## src/design/clic_params_pkg.sv

```systemverilog
package clic_params_pkg;

  // ==============================
  // controller sizes
  // ==============================

  localparam int num_irq       = 32;  // interrupt lines
  localparam int irq_id_width  = 12;  // width of meid
  localparam int irq_idx_width = 5;   // selects one of num_irq
  localparam int ctl_bits      = 8;   // implemented clicintctl bits

  // ==============================
  // version fields of the info register
  // ==============================

  localparam logic [3:0] arch_version = 4'd0;
  localparam logic [3:0] impl_version = 4'd0;

  // ==============================
  // arbiter shape
  // ==============================

  localparam int arb_group_size = 8;                         // inputs per stage 1 group
  localparam int arb_groups     = num_irq / arb_group_size;  // stage 2 inputs

endpackage
```

## src/design/clic_map_pkg.sv

```systemverilog
package clic_map_pkg;
  import clic_params_pkg::*;

  // ==============================
  // address map
  // ==============================

  localparam logic [31:0] cfg_addr  = 32'd0;
  localparam logic [31:0] info_addr = 32'd4;
  localparam logic [31:0] int_base  = 32'd4096;
  localparam logic [31:0] int_end   = int_base + 32'(4 * num_irq);  // one word per id

  // trigger attribute, bit 0 edge mode, bit 1 falling polarity
  typedef logic [1:0] trig_t;

  localparam int trig_edge_bit = 0;
  localparam int trig_fall_bit = 1;

  // ==============================
  // register layouts
  // ==============================

  typedef struct packed {
    logic [1:0] nmbits;
    logic [3:0] nlbits;
    logic       nvbits;
  } cfg_t;

  typedef struct packed {
    logic [24:0] rsvd;
    cfg_t        fields;  // bits 6:0
  } cfg_word_t;

  typedef struct packed {
    logic        rsvd;
    logic [5:0]  num_trigger;    // 30:25
    logic [3:0]  num_intctlbit;  // 24:21
    logic [3:0]  arch_version;   // 20:17
    logic [3:0]  impl_version;   // 16:13
    logic [12:0] num_interrupt;  // 12:0
  } info_t;

  typedef struct packed {
    logic [7:0] ctl;    // byte 3
    logic [1:0] mode;
    logic [2:0] rsvd2;
    trig_t      trig;
    logic       shv;    // byte 2
    logic [6:0] rsvd1;
    logic       ie;     // byte 1
    logic [6:0] rsvd0;
    logic       ip;     // byte 0
  } int_word_t;

  // the same bus word seen through the region it addresses
  typedef union packed {
    cfg_word_t cfg;
    info_t     info;
    int_word_t intw;
  } reg_word_u;

  // fixed info contents, no trigger table
  localparam info_t info_value = '{1'b0, 6'd0, 4'(ctl_bits), arch_version, impl_version,
                                   13'(num_irq)};

endpackage

```

## src/design/clic_irq_if.sv

```systemverilog
interface clic_irq_if
  import clic_params_pkg::*;
  import clic_map_pkg::*;
();

  logic [num_irq-1:0]       ip;              // pending, owned by the gateway
  logic [num_irq-1:0]       ie;              // enables
  logic [ctl_bits-1:0]      ctl [num_irq];   // level/priority byte
  trig_t                    trig [num_irq];  // trigger attribute
  logic [3:0]               nlbits;          // level bits from cfg

  // software pending write, one cycle strobe
  logic                     ip_wr;
  logic [irq_idx_width-1:0] ip_wr_id;
  logic                     ip_wr_value;

  modport regs (
    output ie, ctl, trig, nlbits,
    output ip_wr, ip_wr_id, ip_wr_value,
    input  ip
  );

  modport gateway (
    input  trig,
    input  ip_wr, ip_wr_id, ip_wr_value,
    output ip
  );

  modport arbiter (
    input ip, ie, ctl, nlbits
  );

endinterface

```

## src/design/clic_top.sv

```systemverilog
module clic_top
  import clic_params_pkg::*;
(
  input  logic                    clock,
  input  logic                    reset,
  input  logic                    bus_valid,
  input  logic [31:0]             bus_addr,
  input  logic [31:0]             bus_wdata,
  input  logic [3:0]              bus_wstrb,
  output logic [31:0]             bus_rdata,
  output logic                    bus_ready,
  input  logic [num_irq-1:0]      irq_lines,
  output logic                    meip,
  output logic [irq_id_width-1:0] meid
);

  clic_irq_if irq_i ();

  // ==============================
  // register file and bus
  // ==============================

  clic_regs regs_i (
    .clock     (clock),
    .reset     (reset),
    .bus_valid (bus_valid),
    .bus_addr  (bus_addr),
    .bus_wdata (bus_wdata),
    .bus_wstrb (bus_wstrb),
    .bus_rdata (bus_rdata),
    .bus_ready (bus_ready),
    .irq       (irq_i.regs)
  );

  clic_gateway gateway_i (
    .clock     (clock),
    .reset     (reset),
    .irq_lines (irq_lines),  // sampled every cycle
    .irq       (irq_i.gateway)
  );

  clic_arbiter arbiter_i (
    .clock (clock),
    .reset (reset),
    .irq   (irq_i.arbiter),
    .meip  (meip),
    .meid  (meid)
  );

endmodule

```

## src/design/clic_arbiter.sv

```systemverilog
module clic_arbiter
  import clic_params_pkg::*;
(
  input  logic                    clock,
  input  logic                    reset,
  clic_irq_if.arbiter             irq,
  output logic                    meip,
  output logic [irq_id_width-1:0] meid
);

  logic [ctl_bits-1:0]     lvl_mask;
  logic [ctl_bits-1:0]     level [num_irq];
  logic [ctl_bits-1:0]     prio  [num_irq];
  logic [num_irq-1:0]      cand;

  logic                    grp_valid [arb_groups];
  logic [irq_id_width-1:0] grp_id    [arb_groups];
  logic [ctl_bits-1:0]     grp_level [arb_groups];
  logic [ctl_bits-1:0]     grp_prio  [arb_groups];

  logic                    s1_valid [arb_groups];
  logic [irq_id_width-1:0] s1_id    [arb_groups];
  logic [ctl_bits-1:0]     s1_level [arb_groups];
  logic [ctl_bits-1:0]     s1_prio  [arb_groups];

  logic                    best_valid;
  logic [irq_id_width-1:0] best_id;
  logic [ctl_bits-1:0]     best_level;
  logic [ctl_bits-1:0]     best_prio;

  // strictly better only, so an equal candidate keeps the lower id
  function automatic logic beats(input logic a_valid, input logic [ctl_bits-1:0] a_level,
                                 input logic [ctl_bits-1:0] a_prio, input logic b_valid,
                                 input logic [ctl_bits-1:0] b_level,
                                 input logic [ctl_bits-1:0] b_prio);
    return a_valid && (!b_valid || (a_level > b_level) ||
                       ((a_level == b_level) && (a_prio > b_prio)));
  endfunction

  // ==============================
  // level and priority per id
  // ==============================

  // low (ctl_bits - nlbits) bits, empty once nlbits covers the whole byte
  assign lvl_mask = {ctl_bits{1'b1}} >> irq.nlbits;

  always_comb begin
    for (int i = 0; i < num_irq; i++) begin
      level[i] = irq.ctl[i] | lvl_mask;
      prio[i]  = irq.ctl[i] | ~lvl_mask;
      cand[i]  = irq.ip[i] && irq.ie[i] && (i != 0);  // id 0 never competes
    end
  end

  // ==============================
  // stage 1, one winner per group
  // ==============================

  always_comb begin
    int id;
    for (int g = 0; g < arb_groups; g++) begin
      grp_valid[g] = 1'b0;
      grp_id[g]    = '0;
      grp_level[g] = '0;
      grp_prio[g]  = '0;
      for (int k = 0; k < arb_group_size; k++) begin
        id = g * arb_group_size + k;
        if (beats(cand[id], level[id], prio[id], grp_valid[g], grp_level[g], grp_prio[g])) begin
          grp_valid[g] = 1'b1;
          grp_id[g]    = irq_id_width'(id);
          grp_level[g] = level[id];
          grp_prio[g]  = prio[id];
        end
      end
    end
  end

  always_ff @(posedge clock) begin
    if (reset) begin
      for (int g = 0; g < arb_groups; g++) begin
        s1_valid[g] <= 1'b0;
        s1_id[g]    <= '0;
        s1_level[g] <= '0;
        s1_prio[g]  <= '0;
      end
    end else begin
      s1_valid <= grp_valid;
      s1_id    <= grp_id;
      s1_level <= grp_level;
      s1_prio  <= grp_prio;
    end
  end

  // ==============================
  // stage 2, across groups
  // ==============================

  always_comb begin
    best_valid = 1'b0;
    best_id    = '0;
    best_level = '0;
    best_prio  = '0;
    for (int g = 0; g < arb_groups; g++) begin
      if (beats(s1_valid[g], s1_level[g], s1_prio[g], best_valid, best_level, best_prio)) begin
        best_valid = 1'b1;
        best_id    = s1_id[g];
        best_level = s1_level[g];
        best_prio  = s1_prio[g];
      end
    end
  end

  always_ff @(posedge clock) begin
    if (reset) begin
      meip <= 1'b0;
      meid <= '0;
    end else begin
      meip <= best_valid;
      meid <= best_id;  // zero when nothing is pending
    end
  end

endmodule

```

## src/design/clic_gateway.sv

```systemverilog
module clic_gateway
  import clic_params_pkg::*;
  import clic_map_pkg::*;
(
  input  logic               clock,
  input  logic               reset,
  input  logic [num_irq-1:0] irq_lines,
  clic_irq_if.gateway        irq
);

  logic [num_irq-1:0] line_q;   // previous sample
  logic [num_irq-1:0] rise;
  logic [num_irq-1:0] fall;
  logic [num_irq-1:0] ip_next;

  assign rise = irq_lines & ~line_q;
  assign fall = ~irq_lines & line_q;

  // ==============================
  // next pending state
  // ==============================

  always_comb begin
    for (int i = 0; i < num_irq; i++) begin
      if (!irq.trig[i][trig_edge_bit]) begin
        ip_next[i] = irq_lines[i];  // level mode tracks the line
      end else begin
        ip_next[i] = irq.ip[i];
        if (irq.ip_wr && (irq.ip_wr_id == irq_idx_width'(i))) begin
          ip_next[i] = irq.ip_wr_value;
        end
        // hardware edge beats a software clear in the same cycle
        if (irq.trig[i][trig_fall_bit] ? fall[i] : rise[i]) begin
          ip_next[i] = 1'b1;
        end
      end
    end
  end

  always_ff @(posedge clock) begin
    if (reset) begin
      line_q <= '0;
      irq.ip <= '0;
    end else begin
      line_q <= irq_lines;
      irq.ip <= ip_next;
    end
  end

endmodule

```

## src/design/clic_regs.sv

```systemverilog
module clic_regs
  import clic_params_pkg::*;
  import clic_map_pkg::*;
(
  input  logic        clock,
  input  logic        reset,
  input  logic        bus_valid,
  input  logic [31:0] bus_addr,
  input  logic [31:0] bus_wdata,
  input  logic [3:0]  bus_wstrb,
  output logic [31:0] bus_rdata,
  output logic        bus_ready,
  clic_irq_if.regs    irq
);

  reg_word_u                wr_view;
  reg_word_u                rd_view;
  cfg_t                     cfg_q;
  logic                     shv_q  [num_irq];
  logic [1:0]               mode_q [num_irq];
  logic [irq_idx_width-1:0] idx;
  logic                     is_cfg;
  logic                     is_info;
  logic                     is_int;
  logic                     mapped;
  logic                     is_write;
  logic [31:0]              rdata_q;
  logic                     ready_q;

  // ==============================
  // decode
  // ==============================

  assign wr_view  = bus_wdata;
  assign idx      = bus_addr[irq_idx_width+1:2];  // word index inside the int region
  assign is_cfg   = (bus_addr[31:2] == cfg_addr[31:2]);
  assign is_info  = (bus_addr[31:2] == info_addr[31:2]);
  assign is_int   = (bus_addr >= int_base) && (bus_addr < int_end);
  assign mapped   = is_cfg || is_info || is_int;
  assign is_write = |bus_wstrb;

  assign irq.nlbits = cfg_q.nlbits;

  // pending lane goes to the gateway, which checks the trigger mode
  assign irq.ip_wr       = bus_valid && is_int && is_write && bus_wstrb[0];
  assign irq.ip_wr_id    = idx;
  assign irq.ip_wr_value = wr_view.intw.ip;

  // ==============================
  // register writes
  // ==============================

  always_ff @(posedge clock) begin
    if (reset) begin
      cfg_q  <= '0;
      irq.ie <= '0;
      for (int i = 0; i < num_irq; i++) begin
        irq.ctl[i]  <= '0;
        irq.trig[i] <= '0;
        shv_q[i]    <= 1'b0;
        mode_q[i]   <= '0;
      end
    end else if (bus_valid && is_write) begin
      if (is_cfg && bus_wstrb[0]) begin
        cfg_q <= wr_view.cfg.fields;  // all cfg fields sit in lane 0
      end
      if (is_int) begin
        if (bus_wstrb[1]) begin
          irq.ie[idx] <= wr_view.intw.ie;
        end
        if (bus_wstrb[2]) begin
          shv_q[idx]    <= wr_view.intw.shv;
          irq.trig[idx] <= wr_view.intw.trig;
          mode_q[idx]   <= wr_view.intw.mode;
        end
        if (bus_wstrb[3]) begin
          irq.ctl[idx] <= wr_view.intw.ctl[ctl_bits-1:0];
        end
      end
    end
  end

  // ==============================
  // read data and acknowledge
  // ==============================

  always_comb begin
    rd_view = '0;
    if (is_cfg) begin
      rd_view.cfg.fields = cfg_q;
    end else if (is_info) begin
      rd_view.info = info_value;
    end else if (is_int) begin
      rd_view.intw.ip   = irq.ip[idx];
      rd_view.intw.ie   = irq.ie[idx];
      rd_view.intw.shv  = shv_q[idx];
      rd_view.intw.trig = irq.trig[idx];
      rd_view.intw.mode = mode_q[idx];
      rd_view.intw.ctl  = irq.ctl[idx];
    end
  end

  always_ff @(posedge clock) begin
    if (reset) begin
      ready_q <= 1'b0;
      rdata_q <= '0;
    end else begin
      ready_q <= bus_valid && mapped;  // unmapped requests are dropped
      rdata_q <= '0;
      if (bus_valid && mapped && !is_write) begin
        rdata_q <= rd_view;
      end
    end
  end

  assign bus_ready = ready_q;
  assign bus_rdata = rdata_q;

endmodule

```

## config.mk

```make
export PLATFORM = sky130hd
export DESIGN_NAME = clic_top
export DESIGN_NICKNAME = d
export VERILOG_FILES = /design/src/design/clic_params_pkg.sv /design/src/design/clic_map_pkg.sv /design/src/design/clic_irq_if.sv /design/src/design/clic_top.sv /design/src/design/clic_arbiter.sv /design/src/design/clic_gateway.sv /design/src/design/clic_regs.sv
export SDC_FILE = /design/constraint.sdc
export NUM_CORES = 2
export LEC_CHECK = 0
export ABC_CLOCK_PERIOD_IN_PS = 20200
export BUFFER_PORTS_ARGS = -buffer_cell sky130_fd_sc_hd__buf_2
export CORE_MARGIN = 8
export CORE_UTILIZATION = 46
export CTS_CLUSTER_SIZE = 28
export DETAILED_ROUTE_END_ITERATION = 10
export SYNTH_ARGS = -nofsm -noshare
export SYNTH_HDL_FRONTEND = slang
export SYNTH_SLANG_ARGS = --single-unit
```

## constraint.sdc

```tcl
create_clock -name clock -period 20.2 [get_ports clock]
set_clock_uncertainty 0.1 [all_clocks]
set_input_delay 6.06 -clock clock [delete_from_list [all_inputs] [get_ports clock]]
set_output_delay 6.06 -clock clock [all_outputs]
set_load 0.05 [all_outputs]
```

# Word level (Yosys, flattened, before mapping)
# Memories as Yosys holds them, arrays and structs flattened. A register that Yosys moved wholly into a read port is not among the register bits.
# Index checks and enable logic that the tools add are counted.
# totals
rom_bits	0
latchBits	0
mem_bits_rw	96
elab_cells	906
inputBits	103
output_inout_bits	46
n_memories	2
ff_bits	585
# mem_list
memory	words	width	read_ports	rd_clocked_by_memory_dff	write_ports	line_no	text
regs_i.mode_q	32	2	1	0	32	clic_regs.sv:20	logic [1:0] mode_q [num_irq];
regs_i.shv_q	32	1	1	1	32	clic_regs.sv:19	logic shv_q [num_irq];
# op_classes
reduce_logical	242
shifts	1
mux	304
n_eq_ne	94
div_mod_pow	0
bitwise_logic	70
add_sub_neg	0
magnitude_cmp	66
multipliers	0
# ops
op	count
two-way mux 8 bit	71
bitwise OR 8 bit	62
greater-than comparator 8 bit	60
bitwise mux 256 bit	1
== test 8 bit	30
two-way mux 1 bit	179
logical AND 1 bit	133
inequality test 3 x 1 -> 1 bit (second input constant)	32
two-way mux 5 bit	19
== test 5 bit (second input constant)	16
AND 32 bit	2
bitwise mux 64 bit	1
inverter 32 bit	2
logical OR 1 bit	62
two-way mux 12 bit	4
binary-select mux 8 bit (select 5 bit)	1
demux 8 bit (select 5 bit)	1
== test 5 x 4 -> 1 bit (second input constant)	8
bitwise mux 32 bit	1
greater-or-equal comparator 32 x 13 -> 1 bit (second input constant)	1
less-than comparator 32 x 13 -> 1 bit (second input constant)	1
two-way mux 4 bit	8
zero test 1 bit	31
== test 30 x 1 -> 1 bit (second input constant)	1
30 further kinds	50

# Depth between registers and ports, before layout
# logic_depth
word_depth	39
depth_mapped	85
mapped_depth_nobuf	72

# Cells and area by module
# Synthesis repeated with hierarchy kept, for this count alone.
# unflattened
hier_cells	6068
area_unflattened_um2	49115.9
# modules_own_cells
module	instances	area_per_inst_um2	cells_each
clic_arbiter	1	24302.1	3453
clic_regs	1	21675.8	2252
clic_gateway	1	3138.0	363

# Least setup slack after synthesis
# No wires, ideal clock.
# synth_timing
kind	reg2reg
start	register regs_i.cfg_q, in the netlist regs_i.irq.nlbits[3]
end	register arbiter_i.s1_level[19] (netlist name)
arrival_ns	15.351
t_required_ns	20.014
setup_ns	0.086
slack_ns	4.663
period_less_slack_ns	15.537
path_stages_with_launch	78
path_buffers	17
path_cell_list	dfxtp_1 clkbuf_1 inv_1 clkbuf_1 clkbuf_1 o21ai_0 inv_1 ha_1 nand2b_1 a21oi_1 o21ai_0 a2111oi_0 or2_2 clkbuf_1 nor2_1 a21oi_1 ha_1 a21o_1 [42 not listed] nor2_1 a2111oi_0 o21ai_0 o2111ai_1 clkbuf_1 o21ai_0 a21oi_1 a21oi_1 ha_1 nor2b_1 o21a_1 o21ai_0 a21oi_1 o22a_1 o21ai_1 clkbuf_1 nor2_1 a211oi_1
# synth_via
elab_chain_cells	39
# synth_lines
item	line_no	text
start: declaration	clic_regs.sv:18	cfg_t cfg_q;
start signal: assignment	clic_regs.sv:65	cfg_q <= wr_view.cfg.fields;
right shift 8 x 4 -> 8 bit *	clic_arbiter.sv:45	assign lvl_mask = {ctl_bits{1'b1}} >> irq.nlbits;
inverter 8 bit	--	
bitwise OR 8 bit	clic_arbiter.sv:50	prio[i] = irq.ctl[i] | ~lvl_mask;
two-way mux 8 bit	clic_arbiter.sv:68	if (beats(cand[id], level[id], prio[id], grp_valid[g], grp_level[g], grp_prio[g])) begin
greater-than comparator 8 bit	clic_arbiter.sv:37	((a_level == b_level) && (a_prio > b_prio)));
logical AND 1 bit	clic_arbiter.sv:37	
logical OR 1 bit	clic_arbiter.sv:36	return a_valid && (!b_valid || (a_level > b_level) ||
logical AND 1 bit	clic_arbiter.sv:36	
[23 not listed]	--	
logical OR 1 bit	clic_arbiter.sv:36	
logical AND 1 bit	clic_arbiter.sv:36	
two-way mux 8 bit / two-way mux 1 bit (equally long branches)	clic_arbiter.sv:68	
greater-than comparator 8 bit (tied with other cells)	clic_arbiter.sv:36	
logical OR 1 bit / logical AND 1 bit (equally long branches)	clic_arbiter.sv:36, clic_arbiter.sv:37	
logical OR 1 bit	clic_arbiter.sv:36	
logical AND 1 bit	clic_arbiter.sv:36	
two-way mux 8 bit *	clic_arbiter.sv:68	
end signal: assignment	clic_arbiter.sv:89	s1_level <= grp_level;
end: declaration	clic_arbiter.sv:23	logic [ctl_bits-1:0] s1_level [arb_groups];
# Every way passes the cells marked *; elsewhere a longest branch is shown, timed or not.
# A chain may end at the register's enable or synchronous reset.

# Worst setup path after layout
# layout_timing
start	register regs_i.cfg_q, in the netlist regs_i.irq.nlbits[3]
end	register arbiter_i.s1_prio[17] (netlist name)
# layout_via
elab_chain_cells	39
# layout_lines
item	line_no	text
right shift 8 x 4 -> 8 bit *	clic_arbiter.sv:45	
inverter 8 bit	--	
bitwise OR 8 bit	clic_arbiter.sv:50	
two-way mux 8 bit	clic_arbiter.sv:68	
greater-than comparator 8 bit	clic_arbiter.sv:37	
logical AND 1 bit	clic_arbiter.sv:37	
logical OR 1 bit	clic_arbiter.sv:36	
logical AND 1 bit	clic_arbiter.sv:36	
[23 not listed]	--	
logical OR 1 bit	clic_arbiter.sv:36	
logical AND 1 bit	clic_arbiter.sv:36	
two-way mux 8 bit / two-way mux 1 bit (equally long branches)	clic_arbiter.sv:68	
greater-than comparator 8 bit (tied with other cells)	clic_arbiter.sv:36	
logical OR 1 bit / logical AND 1 bit (equally long branches)	clic_arbiter.sv:36, clic_arbiter.sv:37	
logical OR 1 bit	clic_arbiter.sv:36	
logical AND 1 bit	clic_arbiter.sv:36	
two-way mux 8 bit *	clic_arbiter.sv:68	
end signal: assignment	clic_arbiter.sv:90	s1_prio <= grp_prio;
end: declaration	clic_arbiter.sv:24	logic [ctl_bits-1:0] s1_prio [arb_groups];
# Marked as above.

==> impl_metrics.tcl <==
set metrics [dict create \
    synth.top_cell.area_share_pct 22.3 \
    finalHoldViolCount 0 \
    synthArstFlopShare_pct 0 \
    gp_congestion 1.02 \
    grt_max_degree 109 \
    num_rows 118 \
    drive_gt1_share_pct 10.6 \
    crit_path_max_incr_delay_ns 0.87 \
    finalMaxSlewViolations 0 \
    post-route-util_pct 50.4 \
    final_antenna_net_count 0 \
    critPathLaunch "regs_i.irq.nlbits[3]" \
    max_cap_viol_count 0 \
    rsz0062_at_grt "false" \
    switching_share_pct 25.2 \
    p_clk_share_pct 49.6 \
    grt_use_total_pct 31.9 \
    via_count 47112 \
    synth.area.top_cells "dfxtp_1 (22%), ha_1 (13%), nand2_1 (7.6%)" \
    grt_pass1_vias 43275 \
    yosysWarnings 0 \
    cts.sinks 630 \
    htree_num_levels 3 \
    antenna_found_initial 7 \
    first_pass_iters 6 \
    worstHoldStart "regs_i.irq.ctl[254]" \
    relSlewSlack_pct 13.2 \
    place_hpwl_mm 143 \
    setup_ws_ns 1.09 \
    pwr-share-seq_pct 45.3 \
    grt_pass1_wl_mm 282 \
    die-area_sq_um 115000 \
    crit_slowest_cell "and2_1" \
    power_frac_comb_pct 5.1 \
    clk_latency_ns 0.69 \
    avgSynthCellArea_sq_um 7.91 \
    clockBufferDepth 3 \
    synth_edf_count 96 \
    io_buffers 117 \
    start_util_pct 46.3 \
    setup_violations 0 \
    tightestPinTransition_ns 1.30 \
    fp.dieH_um 339 \
    wirelength_mm 191 \
    fin_crit_sh_pct 94.6 \
    first_iter_violations 5913 \
    max_freq_mhz 52.3 \
    period_needed_ns 19.11 \
    ys_seq_area_share_pct 28.3 \
    synth_flop_cell "dfxtp_1" \
    gr-total-overflow 0 \
    areaGrowthSynthToFinish_pct 8.78 \
    synth_seq_cells 630 \
    die_w_um 339 \
    netlist_instances 6059 \
    core_area_sq_um 103000 \
    path_max_fanout 40 \
    powerDensity_nw_per_um2 55.0 \
    setup_tns_ns 0 \
    status "finished, final reports clean" \
    leakagePower_nw 20.1 \
    critPathRequiredTime_ns 20.70 \
    setup.worst_path.end_class "flip-flop" \
    synth.most_common_cell "nand2_1" \
    drt-vias-per-instance 6.35 \
    clock-root-buffer "clkbuf_16" \
    p_sw_w 0.000723 \
    cp.arrival_ns 19.60 \
    final_nets 6567 \
    numCtsBuffers 74 \
    hold_buffers 0 \
    p_int_w 0.00215 \
    path_clk_slew_ns 0.07 \
    cp-start-kind "flip-flop" \
    peakVddDrop_mv 0.0705 \
    drc 0 \
    reg2reg_from "regs_i.irq.nlbits[3]" \
    syn_area_sq_um 47900 \
    cts_tree "built" \
    io_pins 149 \
    yosys.area.top_type "dfxtp_1" \
    dp_slack_ns 1.61 \
    synth_cell_types 96 \
    wl_per_cell_um 25.8 \
    hold_path_class "flip-flop to flip-flop" \
    crit_type "flip-flop to flip-flop" \
    synth_commonest_cells "nand2_1 (971), a21oi_1 (618), nor2_1 (615), dfxtp_1 (534), ha_1 (480)" \
]
-- per-stage QoR --
stage	total power, W	hold slack [ns]	cell area, sq um	std cells
finish	0.00287	0.358	52100	7425
global route	0.00294	0.372	52100	7424
CTS	0.00288	0.357	52100	7423
detailed placement	0.00147	0.348	49600	7288
global placement	0.00147	0.340	49600	7288
floorplan	0.00142	0.326	48000	6076
-- cells by family (layout without fill, tap and decap cells) --
logic type | after synthesis | count (layout) | synth area share [%]
AND/OR/NAND/NOR | 2551 | 2551 | 24.7
AO/OA/AOI/OAI | 1598 | 1598 | 20.6
flip-flops | 630 | 630 | 28.3
buffers and inverters | 548 | 515 | 4.54
adder cells (fa/ha/maj) | 480 | 480 | 12.5
multiplexers | 251 | 251 | 9.28
other | 1 | 20 | 0.00782
-- final timing paths --
| kind | to | slack (ns) | cells past startpoint |
|---|---|---|---|
| max | arbiter_i.s1_prio[17] | 1.09 | 60 |
| min | regs_i.irq.ctl[254] | 0.36 | 2 |
| min reg2reg | regs_i.irq.ctl[254] | 0.36 | 2 |
| max reg2reg | arbiter_i.s1_prio[17] | 1.09 | 60 |
-- cells in the final DEF (no fill, tap or decap), drive strengths merged, types with 15 or more instances in the layout --
cell type,count
nor4,16
a31oi,27
a22oi,40
nand4,101
nand2,972
nor3,54
o2111ai,32
clkbuf,96
ha,480
edfxtp,96
o211ai,39
nor2b,95
a211oi,67
mux4,150
o31ai,15
and2,42
o22ai,45
inv,191
dfxtp,534
nand2b,279
or3,63
clkinv,23
o21a,68
mux2,49
o21bai,19
buf,197
nor2,616
nand3b,33
nand3,158
a21o,119
or2,71
conb,18
o21ai,338
a21oi,622
and3,26
mux2i,52
-- power groups by stage --
| stage | sequential [W] | clock [W] | combinational, W |
|---|---|---|---|
| floorplan | 0.00132 | 0 | 0.0000960 |
| CTS | 0.00130 | 0.00143 | 0.000144 |
| global placement | 0.00133 | 0 | 0.000142 |
| global route | 0.00130 | 0.00148 | 0.000153 |
| detailed placement | 0.00133 | 0 | 0.000144 |
| finish | 0.00130 | 0.00142 | 0.000147 |
-- critical path: cells and delay by family (launching register included) --
| kind | cells | cell delay [ns] |
|---|---|---|
| compound gates | 30 | 9.09 |
| simple gates | 20 | 6.20 |
| fa+ha+maj | 7 | 2.08 |
| flops | 1 | 0.52 |
| buf+inv | 2 | 0.51 |
| mux | 1 | 0.46 |
-- state kept, by name (all words and copies together), names as in the netlist, 5 cells and up --
| signal | flops |
|---|---|
| regs_i.irq.ctl | 256 |
| regs_i.irq.trig | 64 |
| regs_i.mode_q | 64 |
| arbiter_i.s1_level | 32 |
| arbiter_i.s1_prio | 32 |
| gateway_i.irq.ip | 32 |
| gateway_i.line_q | 32 |
| regs_i.irq.ie | 32 |
| regs_i.shv_q | 32 |
| regs_i.bus_rdata | 21 |
| arbiter_i.s1_id | 15 |
| arbiter_i.meid | 5 |
-- what timing repair did --
item / in CTS / in global routing
gates resized for setup: 0 / 1
setup buffers: 0 / 0
hold endpoints to repair: 0 / 0
endpoints found under the setup margin: 0 / 1
-- per-layer routing --
metal  share of wire [%]  wire [um]  vias up  track usage (%)
met1                  43      82800    22549             45.7
met2                  42      79800     2507             46.7
met3                  11      20600      360             6.58
met4                 4.3       8230        8             12.3
li1                    -          -    21688                -
met5               0.027         51        -                0
-- layout make-up --
class	count	area, sq um
Fill cell	10032	51300
Multi-Input combinational cell	4898	32400
Sequential cell	630	13600
Clock buffer	95	2060
Tap cell	1380	1730
Timing Repair Buffer	198	1230
Inverter	182	683
Clock inverter	40	507
Antenna cell	2	5.00
(Power assumes the default switching activity.)
